`config.mk`:
```
export PLATFORM = sky130hd
export DESIGN_NAME = soc_ctrl
export DESIGN_NICKNAME = d
export VERILOG_FILES = /design/src/hdl/mcu_pkg.sv /design/src/hdl/soc_ctrl.sv
export SDC_FILE = /design/constraint.sdc
export NUM_CORES = 1
export LEC_CHECK = 0
export BUFFER_PORTS_ARGS = -buffer_cell sky130_fd_sc_hd__buf_2
export CORE_MARGIN = 2
export CORE_UTILIZATION = 55
export CTS_BUF_LIST = sky130_fd_sc_hd__clkbuf_16
export DETAILED_ROUTE_END_ITERATION = 7
export PLACE_DENSITY = 0.89
export RECOVER_POWER = 25
export SYNTH_ARGS = -nofsm -noshare
export SYNTH_HDL_FRONTEND = slang
export SYNTH_SLANG_ARGS = --single-unit
```
`constraint.sdc`:
```
create_clock -name clk_i -period 2.8 [get_ports clk_i]
set_clock_uncertainty 0.2 [all_clocks]
set_input_delay 0.14 -clock clk_i [delete_from_list [all_inputs] [get_ports clk_i]]
set_output_delay 0.14 -clock clk_i [all_outputs]
set_load 0.1 [all_outputs]
```
`src/hdl/mcu_pkg.sv`:
```
/*
 * mini mcu shared definitions
 * bus widths, address map, control register offsets and error data
 */
package mcu_pkg;

  // bus geometry
  localparam int unsigned ADDR_W = 32;
  localparam int unsigned DATA_W = 32;
  localparam int unsigned BE_W   = DATA_W / 8;

  // sram banks, 32 KiB each
  localparam int unsigned       BANK_WORDS = 8192;
  localparam logic [ADDR_W-1:0] BANK_SIZE  = ADDR_W'(BANK_WORDS * BE_W);
  localparam logic [ADDR_W-1:0] RAM0_BASE  = 32'h0000_0000;
  localparam logic [ADDR_W-1:0] RAM1_BASE  = 32'h0000_8000;

  // soc control block
  localparam logic [ADDR_W-1:0] SOC_CTRL_BASE = 32'h2000_0000;
  localparam logic [ADDR_W-1:0] SOC_CTRL_SIZE = 32'h0000_0100;

  // register offsets inside the control block
  localparam logic [ADDR_W-1:0] EXIT_VALID_OFFSET = 32'h0000_0000;
  localparam logic [ADDR_W-1:0] EXIT_VALUE_OFFSET = 32'h0000_0004;
  localparam logic [ADDR_W-1:0] SCRATCH_OFFSET    = 32'h0000_0008;

  // read data returned with an error response
  localparam logic [DATA_W-1:0] ERR_RDATA = 32'hBADC_AB1E;

  // slave select codes
  localparam logic [1:0] SEL_RAM0 = 2'd0;
  localparam logic [1:0] SEL_RAM1 = 2'd1;
  localparam logic [1:0] SEL_SOC  = 2'd2;
  localparam logic [1:0] SEL_ERR  = 2'd3;

endpackage

```
`src/hdl/soc_ctrl.sv`:
```
/*
 * soc control block
 * exit value, sticky exit valid flag and a scratch word
 */
module soc_ctrl (
  input  logic                       clk_i,
  input  logic                       rst_i,
  input  logic                       req_i,
  input  logic                       we_i,
  input  logic [  mcu_pkg::BE_W-1:0] be_i,
  input  logic [mcu_pkg::ADDR_W-1:0] addr_i,
  input  logic [mcu_pkg::DATA_W-1:0] wdata_i,
  output logic                       rvalid_o,
  output logic [mcu_pkg::DATA_W-1:0] rdata_o,
  output logic                       exit_valid_o,
  output logic [mcu_pkg::DATA_W-1:0] exit_value_o
);

  import mcu_pkg::*;

  logic              exit_valid_q;
  logic [DATA_W-1:0] exit_value_q;
  logic [DATA_W-1:0] scratch_q;
  logic              rvalid_q;
  logic [DATA_W-1:0] rdata_q;
  logic [DATA_W-1:0] rdata_d;
  logic              wr_valid;
  logic              wr_value;
  logic              wr_scratch;

  assign wr_valid   = req_i & we_i & (addr_i == EXIT_VALID_OFFSET);
  assign wr_value   = req_i & we_i & (addr_i == EXIT_VALUE_OFFSET);
  assign wr_scratch = req_i & we_i & (addr_i == SCRATCH_OFFSET);

  always_comb begin
    case (addr_i)
      EXIT_VALID_OFFSET: rdata_d = {{(DATA_W-1){1'b0}}, exit_valid_q};
      EXIT_VALUE_OFFSET: rdata_d = exit_value_q;
      SCRATCH_OFFSET:    rdata_d = scratch_q;
      default:           rdata_d = '0;
    endcase
  end

  always_ff @(posedge clk_i) begin
    if (rst_i) begin
      exit_valid_q <= 1'b0;
      exit_value_q <= '0;
      scratch_q    <= '0;
      rvalid_q     <= 1'b0;
      rdata_q      <= '0;
    end else begin
      rvalid_q <= req_i;
      if (req_i) begin
        rdata_q <= rdata_d;
      end
      // sticky until reset
      if (wr_valid && be_i[0] && wdata_i[0]) begin
        exit_valid_q <= 1'b1;
      end
      for (int b = 0; b < BE_W; b++) begin
        if (wr_value && be_i[b]) begin
          exit_value_q[8*b +: 8] <= wdata_i[8*b +: 8];
        end
        if (wr_scratch && be_i[b]) begin
          scratch_q[8*b +: 8] <= wdata_i[8*b +: 8];
        end
      end
    end
  end

  assign rvalid_o     = rvalid_q;
  assign rdata_o      = rdata_q;
  assign exit_valid_o = exit_valid_q;
  assign exit_value_o = exit_value_q;

endmodule

```
Word level (Yosys, flattened, before mapping)
Index checks and enable logic that the tools add are counted.
{ "word_totals": {"register_bits": 98, "wordCells": 29, "out_inout_bits": 66, "input_bits": 72} }
{ "classes": {"n_mux": 1, "eq_ne": 2, "bitwise_logic": 4, "reduce_logical": 11} }
{ "op_table": {"columns": ["operator", "n"], "rows": [
  ["32-bit one-hot mux with 3 select lines", 1],
  ["32-bit by 3-bit == test with 1-bit output, second input constant", 1],
  ["32-bit by 4-bit == test with 1-bit output, second input constant", 1],
  ["32-bit zero test", 1],
  ["1-bit logical AND", 10],
  ["1-bit bitwise AND", 4]
]} }

Depth between registers and ports, before layout
{ "depth": {"depth_word": 4, "depth_mapped": 7, "depth_no_buf": 4} }

Worst setup path before layout
No wires, ideal clock.
{ "synth_path": {"path_type": "reg-to-reg", "start": "register exit_value_q[0] (netlist: exit_value_o[0])", "end": "register rdata_q[0] (netlist: rdata_o[0])", "required_ps": 2530, "synth_period_minus_slack_ps": 1764, "t_arrival_ps": 1494, "setup_slack_ps": 1036, "path_stages_with_launch": 5, "setup_ps": 70, "n_path_buf": 0, "path_cell_list": "dfxtp_1 -> mux2i_1 -> o2bb2ai_1 -> nand4_1 -> a21oi_1"} }
{ "synth_via": {"elab_chain_cells": 1} }
{ "synth_rtl": {"columns": ["item", "line", "rtl"], "rows": [
  ["start, declared", "soc_ctrl.sv:22", "logic [DATA_W-1:0] exit_value_q;"],
  ["start signal, assigned by index", "soc_ctrl.sv:62", "exit_value_q[8*b +: 8] <= wdata_i[8*b +: 8];"],
  ["32-bit one-hot mux with 3 select lines", "soc_ctrl.sv:36", "case (addr_i)"],
  ["end signal, assigned", "soc_ctrl.sv:54", "rdata_q <= rdata_d;"],
  ["end, declared", "soc_ctrl.sv:25", "logic [DATA_W-1:0] rdata_q;"]
]} }
Every way passes these cells.
A chain may end at the register's enable or synchronous reset.

Worst setup path after layout
{ "layout_path": {"start": "register rdata_q[8] (netlist: rdata_o[8])", "end": "output port rdata_o[8] in the netlist's numbering"} }
{ "layout_lines": {"columns": ["item", "line", "rtl"], "rows": [
  ["end, declared", "soc_ctrl.sv:14", "output logic [mcu_pkg::DATA_W-1:0] rdata_o,"]
]} }
No word-level cell between the ends.

==> results.sh <==
export IMPL_finalCritPeriodShare_pct=68.78
export IMPL_grt_max_degree=77
export IMPL_core_um2=8134
export IMPL_final_hold_viol_count=0
export IMPL_worst_slew_pin_slew_ns=1.220
export IMPL_tritoncts="done"
export IMPL_rows=33
export IMPL_hp_class="in2reg"
export IMPL_finalSetupTns_ns=0
export IMPL_p_leak_uw=0.002721
export IMPL_rsz0062_at_grt="no"
export IMPL_numCtsBuffers=9
export IMPL_max_vdd_ir_drop_uv=317.5
export IMPL_power_density_nw_per_um2=497.0
export IMPL_syn_to_final_growth_pct=27.62
export IMPL_wl_met1_mm=4.797
export IMPL_routed_wl_met2_mm=5.862
export IMPL_wl_met3_um=607
export IMPL_vias_per_cell=5.574
export IMPL_grt_use_total_pct=25.86
export IMPL_grt_remaining_overflow=0
export IMPL_cts_buffer_depth=2
export IMPL_layout_commonest_cell="nand2b_1"
export IMPL_ys_types=21
export IMPL_die_h_um=95.08
export IMPL_drt_iter0_markers=168
export IMPL_drive_gt1_share_pct=21.86
export IMPL_drt_wirelength_per_cell_um=16.13
export IMPL_crit_slowest_cell="clkbuf_1"
export IMPL_critPathTopFamily="buffers and inverters"
export IMPL_antenna_found_initial=0
export IMPL_routed_top_layer="met4"
export IMPL_io_pins=138
export IMPL_io_buffers=137
export IMPL_crit_required_ns=2.46
export IMPL_ys_seq_area_share_pct=43.01
export IMPL_htreeDepth=3
export IMPL_period_needed_ns=1.926
export IMPL_relSlewSlack_pct=19.02
export IMPL_drc_errors=0
export IMPL_critical_path_max_stage_delay_ns=0.90
export IMPL_startpoint_type="flop"
export IMPL_die_area_um2=9039
export IMPL_setup_violations=0
export IMPL_syn_inst=455
export IMPL_clkLatencyLatePin_ns=0.33
export IMPL_cp_cell_sequence="clkbuf_1"
export IMPL_route_antenna_remaining_nets=0
export IMPL_syn_area_per_cell_um2=10.03
export IMPL_grt_pass1_vias=3967
export IMPL_end_kind="output port"
export IMPL_diodes=0
export IMPL_clock_sinks=98
export IMPL_syn_nets=527
export IMPL_synthesis_area_um2=4562
export IMPL_crit_arrival_ns=1.59
export IMPL_fmax_ghz=0.5193
export IMPL_grt_pass1_wl_mm=18.33
export IMPL_start_util_pct=56.08
export IMPL_fin_cells=718
export IMPL_dr_total_vias=4002
export IMPL_wl_mm=11.58
export IMPL_dp_hpwl_mm=7.507
export IMPL_maxCapViolations=0
export IMPL_status="finished, final reports clean"
export IMPL_yosys_warnings=0
export IMPL_slew_violations=0
export IMPL_post_cts_resized=0
export IMPL_totalPowerFinal_uw=2893
export IMPL_dp_cells=670
export IMPL_place_congestion=0.7815
export IMPL_final_cell_mix="128 x nand2b_1, 98 x dfxtp_1, 96 x buf_2"
export IMPL_cts_root_buf="clkbuf_16"
export IMPL_worstPathMaxFanout=2
export IMPL_worst_setup_path_type="reg2out"
export IMPL_worst_path_buf_inv=1
export IMPL_die_w_um=95.08
export IMPL_synth_seq_cells=98
export IMPL_nets=680
export IMPL_drtPass1Iterations=4
export IMPL_clk_pin_slew_ns=0.07
## sequential cells by signal (all words and copies together), names as in the netlist
register and flops:
exit_value_o 32, rdata_o 32, scratch_q 32, exit_valid_o 1, rvalid_o 1
## per-stage QoR
| step | hold WS, ns | util, % | area [um^2] | setup WS [ns] |
|---|---|---|---|---|
| CTS | 0.02382 | 72.20 | 5873 | 0.9122 |
| floorplan | 0.1157 | - | 4562 | 1.036 |
| detailed placement | 0.2350 | 64.45 | 5243 | 0.5772 |
| global route | 0.04880 | 71.57 | 5822 | 0.7329 |
| finish | 0.03539 | 71.57 | 5822 | 0.8742 |
| global placement | 0.2244 | 64.45 | 5243 | 0.6685 |
## synthesized netlist by cell type, drive strengths merged
library cell    n  area, um^2
nand4          40       335.3
clkbuf         20       75.07
nand2b        128       800.8
and4            2       17.52
dfxtp          98        1962
a22o           31       271.5
nor2b           3       18.77
o2bb2ai         1       8.760
nor2            3       11.26
and3            5       31.28
a31oi           1       6.260
a21oi          32       160.2
nor4            7       43.79
buf            19       168.9
mux2i          65       650.6
## path summary, 6_finish.rpt
kind | start | to | slack, ns | depth (start not counted)
worst max-delay path | rdata_o[8] | rdata_o[8] | 0.87 | 1
worst min-delay path | addr_i[3] | rdata_o[0] | 0.04 | 4
worst max register to register | exit_valid_o | rdata_o[0] | 1.63 | 4
worst min register to register | rdata_o[27] | rdata_o[27] | 0.27 | 2
## timing repair
item | in CTS | in global routing
hold buffers | 32 | 0
hold endpoints to repair | 64 | 0
buffers inserted | 0 | 0
## cells by family after synthesis
family	Yosys count	synth area share (%)
simple gates	188	27.59
compound gates	65	9.792
buf+inv	39	5.348
mux	65	14.26
flops	98	43.01
## area by class of cell
| cell class | count | area (um^2) |
|---|---|---|
| timing repair buffer | 181 | 1045 |
| tap | 105 | 131.4 |
| clock buffer | 9 | 225.2 |
| clock inverter | 7 | 85.08 |
| sequential | 98 | 1962 |
| multi-input combinational | 318 | 2374 |
| fill | 628 | 2312 |
## where the power goes
group / switching [uW] / leakage, uW / internal [uW]
Combinational: 105 / 0.00178 / 110
Sequential: 0.201 / 0.000789 / 1390
Clock: 511 / 0.000154 / 773
## layer usage
layer,vias to the layer above,GRT usage (%)
li1,1926,-
met1,1893,30.90
met2,153,45.31
met3,30,4.506
met4,0,11.47
met5,-,0
No activity file was read; power rests on OpenSTA's default activity.
