File: config.mk
export PLATFORM = sky130hd
export DESIGN_NAME = obi_rr_arbiter
export DESIGN_NICKNAME = d
export VERILOG_FILES = /design/src/hdl/mcu_pkg.sv /design/src/hdl/obi_rr_arbiter.sv
export SDC_FILE = /design/constraint.sdc
export NUM_CORES = 1
export LEC_CHECK = 0
export BUFFER_PORTS_ARGS = -buffer_cell sky130_fd_sc_hd__buf_2
export CAP_MARGIN = 0
export CORE_AREA = 2 2 107 109
export DETAILED_ROUTE_END_ITERATION = 12
export DIE_AREA = 0 0 109 111
export GPL_TIMING_DRIVEN = 0
export PLACE_DENSITY_LB_ADDON = 0.08
export SYNTH_ARGS = -nofsm -noshare
export SYNTH_HDL_FRONTEND = slang
export SYNTH_SLANG_ARGS = --single-unit
File: constraint.sdc
create_clock -name clk_i -period 1.2 [get_ports clk_i]
set_input_delay 0.18 -clock clk_i [delete_from_list [all_inputs] [get_ports clk_i]]
set_output_delay 0.18 -clock clk_i [all_outputs]
set_load 0.02 [all_outputs]
File: src/hdl/mcu_pkg.sv
/*
 * mini mcu shared definitions
 * bus widths, address map, control register offsets and error data
 */
package mcu_pkg;

  // bus geometry
  localparam int unsigned ADDR_W = 32;
  localparam int unsigned DATA_W = 32;
  localparam int unsigned BE_W   = DATA_W / 8;

  // sram banks, 32 KiB each
  localparam int unsigned       BANK_WORDS = 8192;
  localparam logic [ADDR_W-1:0] BANK_SIZE  = ADDR_W'(BANK_WORDS * BE_W);
  localparam logic [ADDR_W-1:0] RAM0_BASE  = 32'h0000_0000;
  localparam logic [ADDR_W-1:0] RAM1_BASE  = 32'h0000_8000;

  // soc control block
  localparam logic [ADDR_W-1:0] SOC_CTRL_BASE = 32'h2000_0000;
  localparam logic [ADDR_W-1:0] SOC_CTRL_SIZE = 32'h0000_0100;

  // register offsets inside the control block
  localparam logic [ADDR_W-1:0] EXIT_VALID_OFFSET = 32'h0000_0000;
  localparam logic [ADDR_W-1:0] EXIT_VALUE_OFFSET = 32'h0000_0004;
  localparam logic [ADDR_W-1:0] SCRATCH_OFFSET    = 32'h0000_0008;

  // read data returned with an error response
  localparam logic [DATA_W-1:0] ERR_RDATA = 32'hBADC_AB1E;

  // slave select codes
  localparam logic [1:0] SEL_RAM0 = 2'd0;
  localparam logic [1:0] SEL_RAM1 = 2'd1;
  localparam logic [1:0] SEL_SOC  = 2'd2;
  localparam logic [1:0] SEL_ERR  = 2'd3;

endpackage

File: src/hdl/obi_rr_arbiter.sv
/*
 * obi round-robin arbiter
 * shares one system bus between the instruction and data masters
 */
module obi_rr_arbiter (
  input  logic                       clk_i,
  input  logic                       rst_i,

  // instruction master, read only
  input  logic                       instr_req_i,
  input  logic [mcu_pkg::ADDR_W-1:0] instr_addr_i,
  output logic                       instr_gnt_o,
  output logic                       instr_rvalid_o,
  output logic [mcu_pkg::DATA_W-1:0] instr_rdata_o,
  output logic                       instr_err_o,

  // data master
  input  logic                       data_req_i,
  input  logic                       data_we_i,
  input  logic [  mcu_pkg::BE_W-1:0] data_be_i,
  input  logic [mcu_pkg::ADDR_W-1:0] data_addr_i,
  input  logic [mcu_pkg::DATA_W-1:0] data_wdata_i,
  output logic                       data_gnt_o,
  output logic                       data_rvalid_o,
  output logic [mcu_pkg::DATA_W-1:0] data_rdata_o,
  output logic                       data_err_o,

  // system bus
  output logic                       bus_req_o,
  output logic                       bus_we_o,
  output logic [  mcu_pkg::BE_W-1:0] bus_be_o,
  output logic [mcu_pkg::ADDR_W-1:0] bus_addr_o,
  output logic [mcu_pkg::DATA_W-1:0] bus_wdata_o,
  input  logic                       bus_rvalid_i,
  input  logic [mcu_pkg::DATA_W-1:0] bus_rdata_i,
  input  logic                       bus_err_i
);

  import mcu_pkg::*;

  // high when the data port wins a tie
  logic prio_data_q;
  // master that owns the response in flight
  logic owner_data_q;
  logic grant_data;
  logic grant_instr;

  assign grant_data  = data_req_i & (~instr_req_i | prio_data_q);
  assign grant_instr = instr_req_i & ~grant_data;

  assign instr_gnt_o = grant_instr;
  assign data_gnt_o  = grant_data;

  // instruction fetches go out as full-word reads
  assign bus_req_o   = grant_data | grant_instr;
  assign bus_we_o    = grant_data & data_we_i;
  assign bus_be_o    = grant_data ? data_be_i : {BE_W{1'b1}};
  assign bus_addr_o  = grant_data ? data_addr_i : instr_addr_i;
  assign bus_wdata_o = grant_data ? data_wdata_i : '0;

  // pointer moves away from the winner
  always_ff @(posedge clk_i) begin
    if (rst_i) begin
      prio_data_q  <= 1'b1;
      owner_data_q <= 1'b0;
    end else if (bus_req_o) begin
      prio_data_q  <= grant_instr;
      owner_data_q <= grant_data;
    end
  end

  // steer the single response back
  assign data_rvalid_o  = bus_rvalid_i & owner_data_q;
  assign data_err_o     = bus_err_i & owner_data_q;
  assign data_rdata_o   = owner_data_q ? bus_rdata_i : '0;

  assign instr_rvalid_o = bus_rvalid_i & ~owner_data_q;
  assign instr_err_o    = bus_err_i & ~owner_data_q;
  assign instr_rdata_o  = owner_data_q ? '0 : bus_rdata_i;

endmodule

Word-level counts from Yosys, hierarchy flattened
Cells that the tools add are included.
{"block": "totals", "elab_cells": 19, "regBits": 2, "out_inout_bits": 140}
{"block": "op_classes", "mux": 5, "bitwise": 12}
{"op": "$mux 32", "count": 4}
{"op": "$and 1x1->1", "count": 7}
{"op": "$mux 4", "count": 1}
{"op": "$not 1->1", "count": 3}
{"op": "$or 1x1->1", "count": 2}

Depth between registers and ports, before layout
{"block": "logic_depth", "word_depth": 6, "depth_mapped": 6, "depth_no_buf": 4}

Worst setup path before layout
Ideal clock, no wire load.
{"block": "synth_timing", "path_kind": "register -> output", "startpoint": "register prio_data_q", "endpoint": "output port bus_addr_o[10] (netlist name)", "t_required_ns": 1.020, "t_arrival_ns": 1.133, "n_path_buf": 1, "path_slack_ns": -0.113, "path_stages_with_launch": 4, "cell_sequence": "dfxtp_1 > o21ai_4 > buf_6 > mux2_2"}
{"block": "synth_via", "elab_chain_len": 3}
{"element": "start, declared", "line": "obi_rr_arbiter.sv:42", "text": "logic prio_data_q;"}
{"element": "start signal, assigned", "line": "obi_rr_arbiter.sv:67", "text": "prio_data_q <= grant_instr;"}
{"element": "$or 1x1->1", "line": "obi_rr_arbiter.sv:48", "text": "assign grant_data = data_req_i & (~instr_req_i | prio_data_q);"}
{"element": "$and 1x1->1", "line": "obi_rr_arbiter.sv:48"}
{"element": "$mux 32", "line": "obi_rr_arbiter.sv:58", "text": "assign bus_addr_o = grant_data ? data_addr_i : instr_addr_i;"}
{"element": "end, declared", "line": "obi_rr_arbiter.sv:32", "text": "output logic [mcu_pkg::ADDR_W-1:0] bus_addr_o,"}
Every way passes these cells.

Worst setup path after layout
{"block": "layout_timing", "startpoint": "register prio_data_q", "endpoint": "output port bus_addr_o[3] (netlist name)"}
The elaborated chain is that of the path after synthesis.

==> summary.md <==
| Metric | Value |
|---|---|
| Status | `complete, but fails checks` |
| Failing checks | `setup timing` |
| Yosys Warn Count | `0` |
| Seq/Total Area, Yosys | `0.03219` |
| CTS H-tree depth | `1` |
| Vias in the first global route | `2129` |
| Crit path time final | `1.649 ns` |
| Fin worst setup slack | `-0.4492 ns` |
| Core Footprint | `11080 um^2` |
| RD Place Congestion | `a little over 0.7` |
| Fin cells | `604` |
| Reg2reg start | `owner_data_q$_SDFFE_PP0P_` |
| Drt first pass iters | `4` |
| Critical path startpoint | `prio_data_q$_SDFFE_PP1P_` |
| Num ports | `around 280` |
| Hold path start | `rst_i` |
| GRT Util Overall | `0.1066` |
| Starting density of the core | `0.1123` |
| Post-DRT Antenna Nets | `0` |
| Die width | `between 100 and 150 um` |
| #FFs+latches synth | `2` |
| Setup CP Type | `reg2out` |
| Placed cell count | `584` |
| Largest net degree at the start of global routing | `11` |
| Wire per inst | `between 10 and 15 um` |
| First-pass GRT wire length | `slightly above 10 mm` |
| Clock transition at path regs | `roughly 0.030 ns` |
| Worst clock skew | `around 0.0010 ns` |
| Total wire length | `between 7 and 8 mm` |
| RSZ-0062 raised after global routing | `true` |
| Worst slew pin tran | `0.1331 ns` |
| Filler Cell Count | `1113` |
| Yosys cell types | `15` |
| Fin. max-slew vios | `0` |
| Synthesized area per cell | `7.630 um^2` |
| Lkg Pwr | `between 2 and 2.5 nW` |
| Fin. Hold Viols | `0` |
| Ant. Diodes | `0` |
| IO buf count | `278` |
| Share of cells above drive strength 1 | `0.9241` |
| Worst-case clock buffer depth | `2` |
| Area growth, synth to finish | `229.4%` |
| CP startpoint kind | `flip-flop` |
| Max transition margin | `0.9103` |
| Total of max-cap violations | `0` |
| Setup_tns | `-33.73 ns` |
| Gr ovfl total | `0` |
| Syn_nets | `between 300 and 400` |
| Multi-input logic area | `1360 um^2` |
| Initial DRC count | `33` |
| Final setup fails | `138` |
| Pwr Total | `2.616 mW` |
| Num CTS Buffers | `3` |
| Final worst path period share | `1.374` |
| WP data required | `1.02 ns` |
| Clock sink total | `2` |
| Hold/Removal Path Class | `in2reg` |
| Post-layout net count | `602` |
| Post-Syn Instances | `163` |
| Die area | `12100 um^2` |
| PD cells | `~640 nW/um^2` |
| Max IR drop VDD | `0.3955 mV` |
| Crit Path Max Fanout | `6` |
| CTS tree | `done` |
| Die Span Y | `between 100 and 150 um` |
| Post-DP HPWL | `6.000 mm` |
| Post-Synthesis Cell Area | `1244 um^2` |
| Root Driver | `clkbuf_16` |
| Worst endpoint data arrival time | `1.47 ns` |
| Max Fclk | `around 610 MHz` |
| Clock Latency Late Sink | `0.22 ns` |
| Register area | `47.55 um^2` |
| Antenna violations before repair | `0` |
| Row count | `39` |
| Core Util, Final | `0.3698` |
| Total number of vias | `~2300` |
| Setup crit end kind | `primary output` |
| DRC | `0` |
| Via density | `3.738` |
[worst paths after layout]
path,end,slack [ns],cells after the start
hold reg to reg,owner_data_q$_SDFFE_PP0P_,0.51,2
hold / removal,owner_data_q$_SDFFE_PP0P_,0.12,2
setup / recovery,bus_addr_o[3],-0.45,5
setup reg to reg,owner_data_q$_SDFFE_PP0P_,0.21,4
[logic make-up after synthesis]
family | Yosys count | share of synthesized area
AND/OR/NAND/NOR | 108 | 0.5634
multiplexers | 32 | 0.2897
AO/OA/AOI/OAI | 5 | 0.02918
buffers and inverters | 16 | 0.08551
flip-flops | 2 | 0.03219
[layout make-up]
type | instances | area share
well taps | 143 | 0.04368
clock buffers | 3 | 0.01833
flip-flops and latches | 2 | 0.01161
inverters | 2 | 0.001833
plain buffers | 13 | 0.05192
multi-input cells | 145 | 0.3320
repair buffers | 296 | 0.5406
[through the flow]
step           worst slack [ns]  hold WS, ns  area, um^2
5_1_grt                 -0.5009       0.1195        4096
6_report                -0.4492       0.1192        4096
3_3_place_gp            -0.3277       0.3539        2850
2_1_floorplan          -0.07640       0.2491        1280
3_5_place_dp            -0.3477       0.3587        2850
4_1_cts                 -0.4855       0.1175        3485
[worst max-delay path, stage by stage (launching register included)]
cell     delay, ns
dfxtp_4       0.35
o21ai_4       0.14
buf_12        0.14
buf_6         0.12
mux2_2        0.33
buf_2         0.16
[per-layer routing]
metal	vias to the layer above	wire length, um	GRT usage
li1	1111	-	-
met3	0	725	0.01705
met5	-	0	0
met1	1001	2664	0.1021
met2	146	4540	0.2315
met4	0	0	0.01026
[cells in the mapped netlist (all sizes together)]
master   n  area [um^2]
nand2    1        3.750
buf      7        72.56
o21ai    3        26.28
and2    67        446.7
clkbuf   7        26.28
or2      1        6.260
mux2    32        360.4
nand2b   5        31.28
dfxtp    2        40.04
inv      2        7.510
nor2b   34        212.7
a21oi    2        10.01
[power by group]
group          internal (mW)  total [mW]  switching, mW
sequential            0.0718      0.0827         0.0109
combinational           1.12        2.03          0.910
clock                  0.424       0.501         0.0767
[placed cells by master (no fill, tap or decap)]
cell type	netlist	final
buf_12	0	5
nand2_1	1	1
nor2b_1	34	18
o21ai_4	1	1
nor2b_4	0	14
and2_1	56	10
nor2b_2	0	2
dfxtp_4	0	2
mux2_4	0	4
buf_4	0	37
a21oi_1	2	2
nand2b_4	0	3
and2_4	11	57
clkbuf_16	0	7
nand2b_1	5	2
buf_8	0	12
mux2_2	32	28
buf_2	1	169
o21ai_0	2	2
inv_2	2	2
or2_2	1	1
buf_6	6	82
[flip-flops by register name, indices dropped and copies added (netlist names)]
signal and count:
owner_data_q 1, prio_data_q 1
[timing repair]
item / 4_1_cts / 5_1_grt
setup buffers: 7 / 3
resized for setup: 155 / 147
hold buffers: 0 / 0
endpoints found under the setup margin: 138 / 138
pin swaps: 1 / 1
cloned: 3 / 5
No activity file was read; power rests on OpenSTA's default activity.
