$ cat config.mk
export PLATFORM = sky130hd
export DESIGN_NAME = obi_addr_demux
export DESIGN_NICKNAME = d
export VERILOG_FILES = /design/src/hdl/mcu_pkg.sv /design/src/hdl/obi_addr_demux.sv
export SDC_FILE = /design/constraint.sdc
export NUM_CORES = 1
export LEC_CHECK = 0
export CAP_MARGIN = 30
export CORE_AREA = 2 2 161 163
export DETAILED_ROUTE_END_ITERATION = 10
export DIE_AREA = 0 0 163 165
export DONT_BUFFER_PORTS = 1
export GPL_TIMING_DRIVEN = 0
export SYNTH_ARGS = -nofsm -noshare
export SYNTH_HDL_FRONTEND = slang
export SYNTH_SLANG_ARGS = --single-unit
$ cat constraint.sdc
create_clock -name clk_i -period 2.4 [get_ports clk_i]
set_input_delay 0.24 -clock clk_i [delete_from_list [all_inputs] [get_ports clk_i]]
set_output_delay 0.24 -clock clk_i [all_outputs]
set_load 0.1 [all_outputs]
$ cat src/hdl/mcu_pkg.sv
/*
 * mini mcu shared definitions
 * bus widths, address map, control register offsets and error data
 */
package mcu_pkg;

  // bus geometry
  localparam int unsigned ADDR_W = 32;
  localparam int unsigned DATA_W = 32;
  localparam int unsigned BE_W   = DATA_W / 8;

  // sram banks, 32 KiB each
  localparam int unsigned       BANK_WORDS = 8192;
  localparam logic [ADDR_W-1:0] BANK_SIZE  = ADDR_W'(BANK_WORDS * BE_W);
  localparam logic [ADDR_W-1:0] RAM0_BASE  = 32'h0000_0000;
  localparam logic [ADDR_W-1:0] RAM1_BASE  = 32'h0000_8000;

  // soc control block
  localparam logic [ADDR_W-1:0] SOC_CTRL_BASE = 32'h2000_0000;
  localparam logic [ADDR_W-1:0] SOC_CTRL_SIZE = 32'h0000_0100;

  // register offsets inside the control block
  localparam logic [ADDR_W-1:0] EXIT_VALID_OFFSET = 32'h0000_0000;
  localparam logic [ADDR_W-1:0] EXIT_VALUE_OFFSET = 32'h0000_0004;
  localparam logic [ADDR_W-1:0] SCRATCH_OFFSET    = 32'h0000_0008;

  // read data returned with an error response
  localparam logic [DATA_W-1:0] ERR_RDATA = 32'hBADC_AB1E;

  // slave select codes
  localparam logic [1:0] SEL_RAM0 = 2'd0;
  localparam logic [1:0] SEL_RAM1 = 2'd1;
  localparam logic [1:0] SEL_SOC  = 2'd2;
  localparam logic [1:0] SEL_ERR  = 2'd3;

endpackage

$ cat src/hdl/obi_addr_demux.sv
/*
 * obi address demux
 * routes bus requests to one slave and muxes the responses back
 */
module obi_addr_demux (
  input  logic                       clk_i,
  input  logic                       rst_i,

  // from the arbiter
  input  logic                       bus_req_i,
  input  logic                       bus_we_i,
  input  logic [  mcu_pkg::BE_W-1:0] bus_be_i,
  input  logic [mcu_pkg::ADDR_W-1:0] bus_addr_i,
  input  logic [mcu_pkg::DATA_W-1:0] bus_wdata_i,
  output logic                       bus_rvalid_o,
  output logic [mcu_pkg::DATA_W-1:0] bus_rdata_o,
  output logic                       bus_err_o,

  // sram bank 0
  output logic                       ram0_req_o,
  output logic                       ram0_we_o,
  output logic [  mcu_pkg::BE_W-1:0] ram0_be_o,
  output logic [mcu_pkg::ADDR_W-1:0] ram0_addr_o,
  output logic [mcu_pkg::DATA_W-1:0] ram0_wdata_o,
  input  logic                       ram0_rvalid_i,
  input  logic [mcu_pkg::DATA_W-1:0] ram0_rdata_i,

  // sram bank 1
  output logic                       ram1_req_o,
  output logic                       ram1_we_o,
  output logic [  mcu_pkg::BE_W-1:0] ram1_be_o,
  output logic [mcu_pkg::ADDR_W-1:0] ram1_addr_o,
  output logic [mcu_pkg::DATA_W-1:0] ram1_wdata_o,
  input  logic                       ram1_rvalid_i,
  input  logic [mcu_pkg::DATA_W-1:0] ram1_rdata_i,

  // soc control block
  output logic                       soc_req_o,
  output logic                       soc_we_o,
  output logic [  mcu_pkg::BE_W-1:0] soc_be_o,
  output logic [mcu_pkg::ADDR_W-1:0] soc_addr_o,
  output logic [mcu_pkg::DATA_W-1:0] soc_wdata_o,
  input  logic                       soc_rvalid_i,
  input  logic [mcu_pkg::DATA_W-1:0] soc_rdata_i
);

  import mcu_pkg::*;

  logic [ADDR_W-1:0] ram0_off;
  logic [ADDR_W-1:0] ram1_off;
  logic [ADDR_W-1:0] soc_off;
  logic [1:0]        sel;
  logic [1:0]        sel_q;
  logic              err_rvalid_q;

  // offsets wrap when below the base, so one compare per region
  assign ram0_off = bus_addr_i - RAM0_BASE;
  assign ram1_off = bus_addr_i - RAM1_BASE;
  assign soc_off  = bus_addr_i - SOC_CTRL_BASE;

  always_comb begin
    sel = SEL_ERR;
    if (ram0_off < BANK_SIZE) begin
      sel = SEL_RAM0;
    end else if (ram1_off < BANK_SIZE) begin
      sel = SEL_RAM1;
    end else if (soc_off < SOC_CTRL_SIZE) begin
      sel = SEL_SOC;
    end
  end

  assign ram0_req_o   = bus_req_i & (sel == SEL_RAM0);
  assign ram0_we_o    = bus_we_i;
  assign ram0_be_o    = bus_be_i;
  assign ram0_addr_o  = ram0_off;
  assign ram0_wdata_o = bus_wdata_i;

  assign ram1_req_o   = bus_req_i & (sel == SEL_RAM1);
  assign ram1_we_o    = bus_we_i;
  assign ram1_be_o    = bus_be_i;
  assign ram1_addr_o  = ram1_off;
  assign ram1_wdata_o = bus_wdata_i;

  assign soc_req_o    = bus_req_i & (sel == SEL_SOC);
  assign soc_we_o     = bus_we_i;
  assign soc_be_o     = bus_be_i;
  assign soc_addr_o   = soc_off;
  assign soc_wdata_o  = bus_wdata_i;

  always_ff @(posedge clk_i) begin
    if (rst_i) begin
      sel_q        <= SEL_ERR;
      err_rvalid_q <= 1'b0;
    end else begin
      err_rvalid_q <= bus_req_i & (sel == SEL_ERR);
      if (bus_req_i) begin
        sel_q <= sel;
      end
    end
  end

  // at most one of these is high in a cycle
  assign bus_rvalid_o = ram0_rvalid_i | ram1_rvalid_i | soc_rvalid_i | err_rvalid_q;
  assign bus_err_o    = err_rvalid_q;

  always_comb begin
    case (sel_q)
      SEL_RAM0: bus_rdata_o = ram0_rdata_i;
      SEL_RAM1: bus_rdata_o = ram1_rdata_i;
      SEL_SOC:  bus_rdata_o = soc_rdata_i;
      default:  bus_rdata_o = ERR_RDATA;
    endcase
  end

endmodule

* Word-level counts from Yosys, hierarchy flattened
Cells that the tools add are included.
Word-level totals: register bits 3, input bits 171, logic and storage cells 25
Cells by class: $add $sub $neg 2, $lt $le $gt $ge 3, equality and inequality tests 5, muxes and demuxes 4, bitwise operators 7, reduce and logical (&&, ||, !) cells 2
Operators with widths (count):
- $pmux 32 s3 | 1
- $lt 32x16->1 const B | 2
- $lt 32x9->1 const B | 1
- $sub 32x16->32 const B | 1
- $sub 32x30->32 const B | 1
- $eq 2x2->1 const B | 3
- $and 1x1->1 | 4
- $eq 2x1->1 const B | 2
- $logic_not 2->1 | 2
- $mux 2 | 2
- $or 1x1->1 | 3
- $mux 1 | 1

* Longest topological paths before layout
depth after elaboration 7, gate-level depth with buffers 8

* Worst setup path after synthesis
No wires, ideal clock.
path kind input-to-output, from input port bus_addr_i[29] in the netlist's numbering, to output port ram1_req_o, arrival time 4995 ps, data required time 2160 ps, slack -2835 ps, cell stages on the path 7, path buffers 0, cells stage by stage inv_1 ha_1 xor2_1 or4_1 nor4_1 or2_2 nor4_2
Between the ends: longest elaborated chain between the ends 7, elaborated cells between the ends (all ways) 10, those cells by class add/sub (2); order compare (3); eq/ne (1); mux (3); bitwise (1)
RTL lines:
- start: declaration | line obi_addr_demux.sv:13 | input logic [mcu_pkg::ADDR_W-1:0] bus_addr_i,
- $sub 32x30->32 | line obi_addr_demux.sv:59 | assign soc_off = bus_addr_i - SOC_CTRL_BASE;
- via soc_addr_o (one bit) | line obi_addr_demux.sv:41 | output logic [mcu_pkg::ADDR_W-1:0] soc_addr_o,
- $lt 32x9->1 | line obi_addr_demux.sv:67 | end else if (soc_off < SOC_CTRL_SIZE) begin
- $mux 1 | line obi_addr_demux.sv:67
- $mux 2 | line obi_addr_demux.sv:65 | end else if (ram1_off < BANK_SIZE) begin
- $mux 2 | line obi_addr_demux.sv:63 | if (ram0_off < BANK_SIZE) begin
- $eq 2x1->1 | line obi_addr_demux.sv:78 | assign ram1_req_o = bus_req_i & (sel == SEL_RAM1);
- $and 1x1->1 | line obi_addr_demux.sv:78
- end: declaration | line obi_addr_demux.sv:29 | output logic ram1_req_o,
The timed path passes the listed nets, and every way through them passes these cells.

* Final worst setup path
from input port bus_addr_i[15] in the netlist's numbering, to output port ram1_req_o
Between the ends: longest elaborated chain between the ends 7, elaborated cells between the ends (all ways) 10, those cells by class add/sub (2); order compare (3); eq/ne (1); mux (3); bitwise (1)
RTL lines (line):
- $sub 32x30->32 | obi_addr_demux.sv:59
- $lt 32x9->1 | obi_addr_demux.sv:67
- $mux 1 | obi_addr_demux.sv:67
- $mux 2 | obi_addr_demux.sv:65
- $mux 2 (*) | obi_addr_demux.sv:63
- $eq 2x1->1 (*) | obi_addr_demux.sv:78
- $and 1x1->1 (*) | obi_addr_demux.sv:78
Mark *: on every way between the ends. The rest lies on a longest branch, timed or not.

==> qor.yml <==
leakagePower_nw: 1.817
cp-end-kind: "output pin"
hpwlAfterDp_mm: 10.90
ff2ff_setup_slack_ns: 1.13
grt_start_max_net_pins: 11
first_global_vias: 2375
synth_area_leaders: "buf_4 48%, mux2_2 7.3%, o22a_1 5.7%"
worstMarginPinSlew_ns: 0.9965
p_total_mw: 2.588
r2r-start: "sel_q[1]"
drt_iter0_markers: 36
drive_gt1_frac: 0.7404
pin_count: 415
cts_hold_buf: 0
tns_ns: -1.810
first_pass_iters: 4
outcome: "complete, but fails checks"
yosysSeqAreaShare: 0.02057
netlist_area_mm2: 0.002919
initial_core_util: 0.1166
synth_ff_type: "dfxtp_1"
fin_area_mm2: 0.004279
htreeDepth: 1
yosysTopAreaCell: "buf_4"
fin_cells: 747
seq_area_um2: 65.06
drv_cap: 0
grt_usage: 0.07248
area_delta_synth_final_pct: 46.59
dieArea_mm2: 0.02690
rsz0062_at_grt: "yes"
finalCritPeriodShare: 1.345
layout_setup_ws_ns: -0.8282
post-place-ws_ns: -0.8919
failed_checks: "negative setup slack"
core-area_mm2: 0.02504
io_buffers: 0
cp-startpoint: "bus_addr_i[15]"
nets: 591
vias: 2646
die_w_um: 163
vdd_ir_drop_max_uv: 213.3
ys_seq_elements: 3
crit_arrival_ns: 2.99
ys.warnings.count: 0
worst_ep_required_time_ns: 2.16
antenna_found_initial: 1
syn-num-nets: 568
async_flop_share: 0
worstHoldPathType: "in -> reg"
cts-buffers-inserted: 3
root_buffer: "clkbuf_16"
synth_cell_types: 47
p_per_area_mw_per_mm2: 604.8
viasPerCell: 3.542
reg2regPathDepth: 4
syn_inst: 394
hold_viol: 0
final_max_slew_viol_count: 0
multi_input_area_mm2: 0.001824
grt_pass1_wl_mm: 14.41
nFillCells: 2787
wirelength_mm: 12.06
path_max_fanout: 8
path_clk_slew_ns: 0.03
placed_cell_area_mm2: 0.004064
reg2reg_to: "sel_q[1]"
drc: 0
setup_viol: 6
synth.top_cell.area_share: 0.4835
max-slew-margin-rel: 0.3364
start_kind: "primary input"
synth-edff-count: 0
min_period_ns: 3.228
clock-sinks: 3
dp.cells: 741
place.gp.congestion: 0.7358
fp.dieH_um: 165
drtAntennaViolNets: 0
max_freq_ghz: 0.3098
syn_area_per_cell_um2: 7.409
cts_tree: "built"
clockBufferDepth: 2
skew_ns: 0
std_cell_rows: 58
clk_latency_ns: 0.22
gr-total-overflow: 0
critPathKind: "in -> out"
wl_per_cell_um: 16.14
critPathCapture: "ram1_req_o"
placed cells by master, fill, tap and decap left out, types with 3 or more instances in the layout:
cell type | netlist | final
buf_4 | 188 | 190
or4_1 | 6 | 4
xnor2_2 | 0 | 5
inv_1 | 8 | 6
mux2_2 | 19 | 19
nand2_1 | 22 | 21
nand3_1 | 4 | 3
nor2b_1 | 4 | 3
xor2_4 | 0 | 3
buf_6 | 1 | 5
clkbuf_16 | 0 | 4
o21ai_4 | 0 | 10
a21oi_1 | 4 | 4
buf_8 | 0 | 8
nor2_1 | 10 | 8
mux2i_1 | 13 | 13
and4b_1 | 3 | 3
o21ai_2 | 0 | 5
nand2b_1 | 4 | 4
o21ai_0 | 19 | 4
xnor2_4 | 0 | 3
buf_16 | 0 | 7
clkbuf_1 | 10 | 6
or4_4 | 1 | 3
nor3_1 | 8 | 7
o22a_2 | 0 | 15
cell usage after synthesis, types with 6 or more instances:
| master | count |
|---|---|
| buf_4 | 188 |
| xnor2_1 | 8 |
| mux2_2 | 19 |
| or4_1 | 6 |
| nand2_1 | 22 |
| mux2i_1 | 13 |
| o22a_1 | 19 |
| inv_1 | 8 |
| nor3_1 | 8 |
| clkbuf_1 | 10 |
| nor2_1 | 10 |
| o21ai_0 | 19 |
logic make-up (layout without fill, tap and decap cells):
logic type                 count (synthesis)  count (layout)  share of synthesized area
muxes                                     32              32                     0.1179
xor gates and xnor gates                  12              12                    0.03600
other                                      0               1                          0
buffers and inverters                    210             232                     0.5144
adders and majority gates                  3               3                    0.01286
and+or+nand+nor                           78              78                     0.1513
DFF                                        3               3                    0.02058
AOI/OAI and AO/OA                         56              56                     0.1470
worst min-delay path by stage:
stage / from / endpoint / slack [ns] / cells past startpoint
2_1_floorplan: rst_i / bus_err_o / 0.32 / 1
3_3_place_gp: rst_i / bus_err_o / 0.33 / 1
3_5_place_dp: rst_i / bus_err_o / 0.33 / 1
4_1_cts: rst_i / bus_err_o / 0.10 / 1
5_1_grt: rst_i / bus_err_o / 0.09 / 1
6_report: rst_i / bus_err_o / 0.1 / 1
per-layer routing:
| metal | up-vias | track usage | routed length (um) |
|---|---|---|---|
| li1 | 1208 | - | - |
| met1 | 1235 | 0.09486 | 4870 |
| met2 | 191 | 0.1263 | 6137 |
| met3 | 12 | 0.005274 | 749 |
| met4 | 0 | 0.02333 | 298 |
| met5 | - | 0 | 0 |
registers in the layout (all words and copies together) (netlist names):
name,flops
bus_err_o,1
sel_q,2
worst max-delay path, stage by stage:
cell and delay, ns:
clkinvlp_4 0.42, ha_4 0.47, or4bb_4 0.47, nor3_4 0.13, nand3_1 0.11, or4_4 0.55, nor4_4 0.32, clkbuf_16 0.27
repair_timing:
action                                  in CTS  in global routing
setup buffers                                3                  2
pin swaps                                    6                  4
endpoints found under the setup margin      44                 14
resized for setup                           31                 14
area by class of cell:
class                   instances  share of cell area
multi-input cells             181              0.4263
plain buffers                 199              0.3447
well taps                     330             0.09649
repair buffers                 21             0.08947
clock buffers                   4             0.01842
flip-flops and latches          3             0.01520
inverters                       8            0.008772
diodes                          1           0.0005848
power by group:
part	switching (mW)	total, mW	internal [mW]	leakage [nW]
Combinational	1.87	2.26	0.397	1.75
Clock	0.0447	0.264	0.219	0.0382
Sequential	0.00809	0.0606	0.0526	0.0245
Total	1.92	2.59	0.669	1.82
through the flow:
step                      utilization  hold slack, ns
after CTS                      0.1686          0.1037
after floorplan                     -          0.3185
final                          0.1709         0.09547
after global placement         0.1476          0.3314
after detailed placement       0.1623          0.3336
after global routing           0.1709         0.09007
No activity file was read; power rests on OpenSTA's default activity.
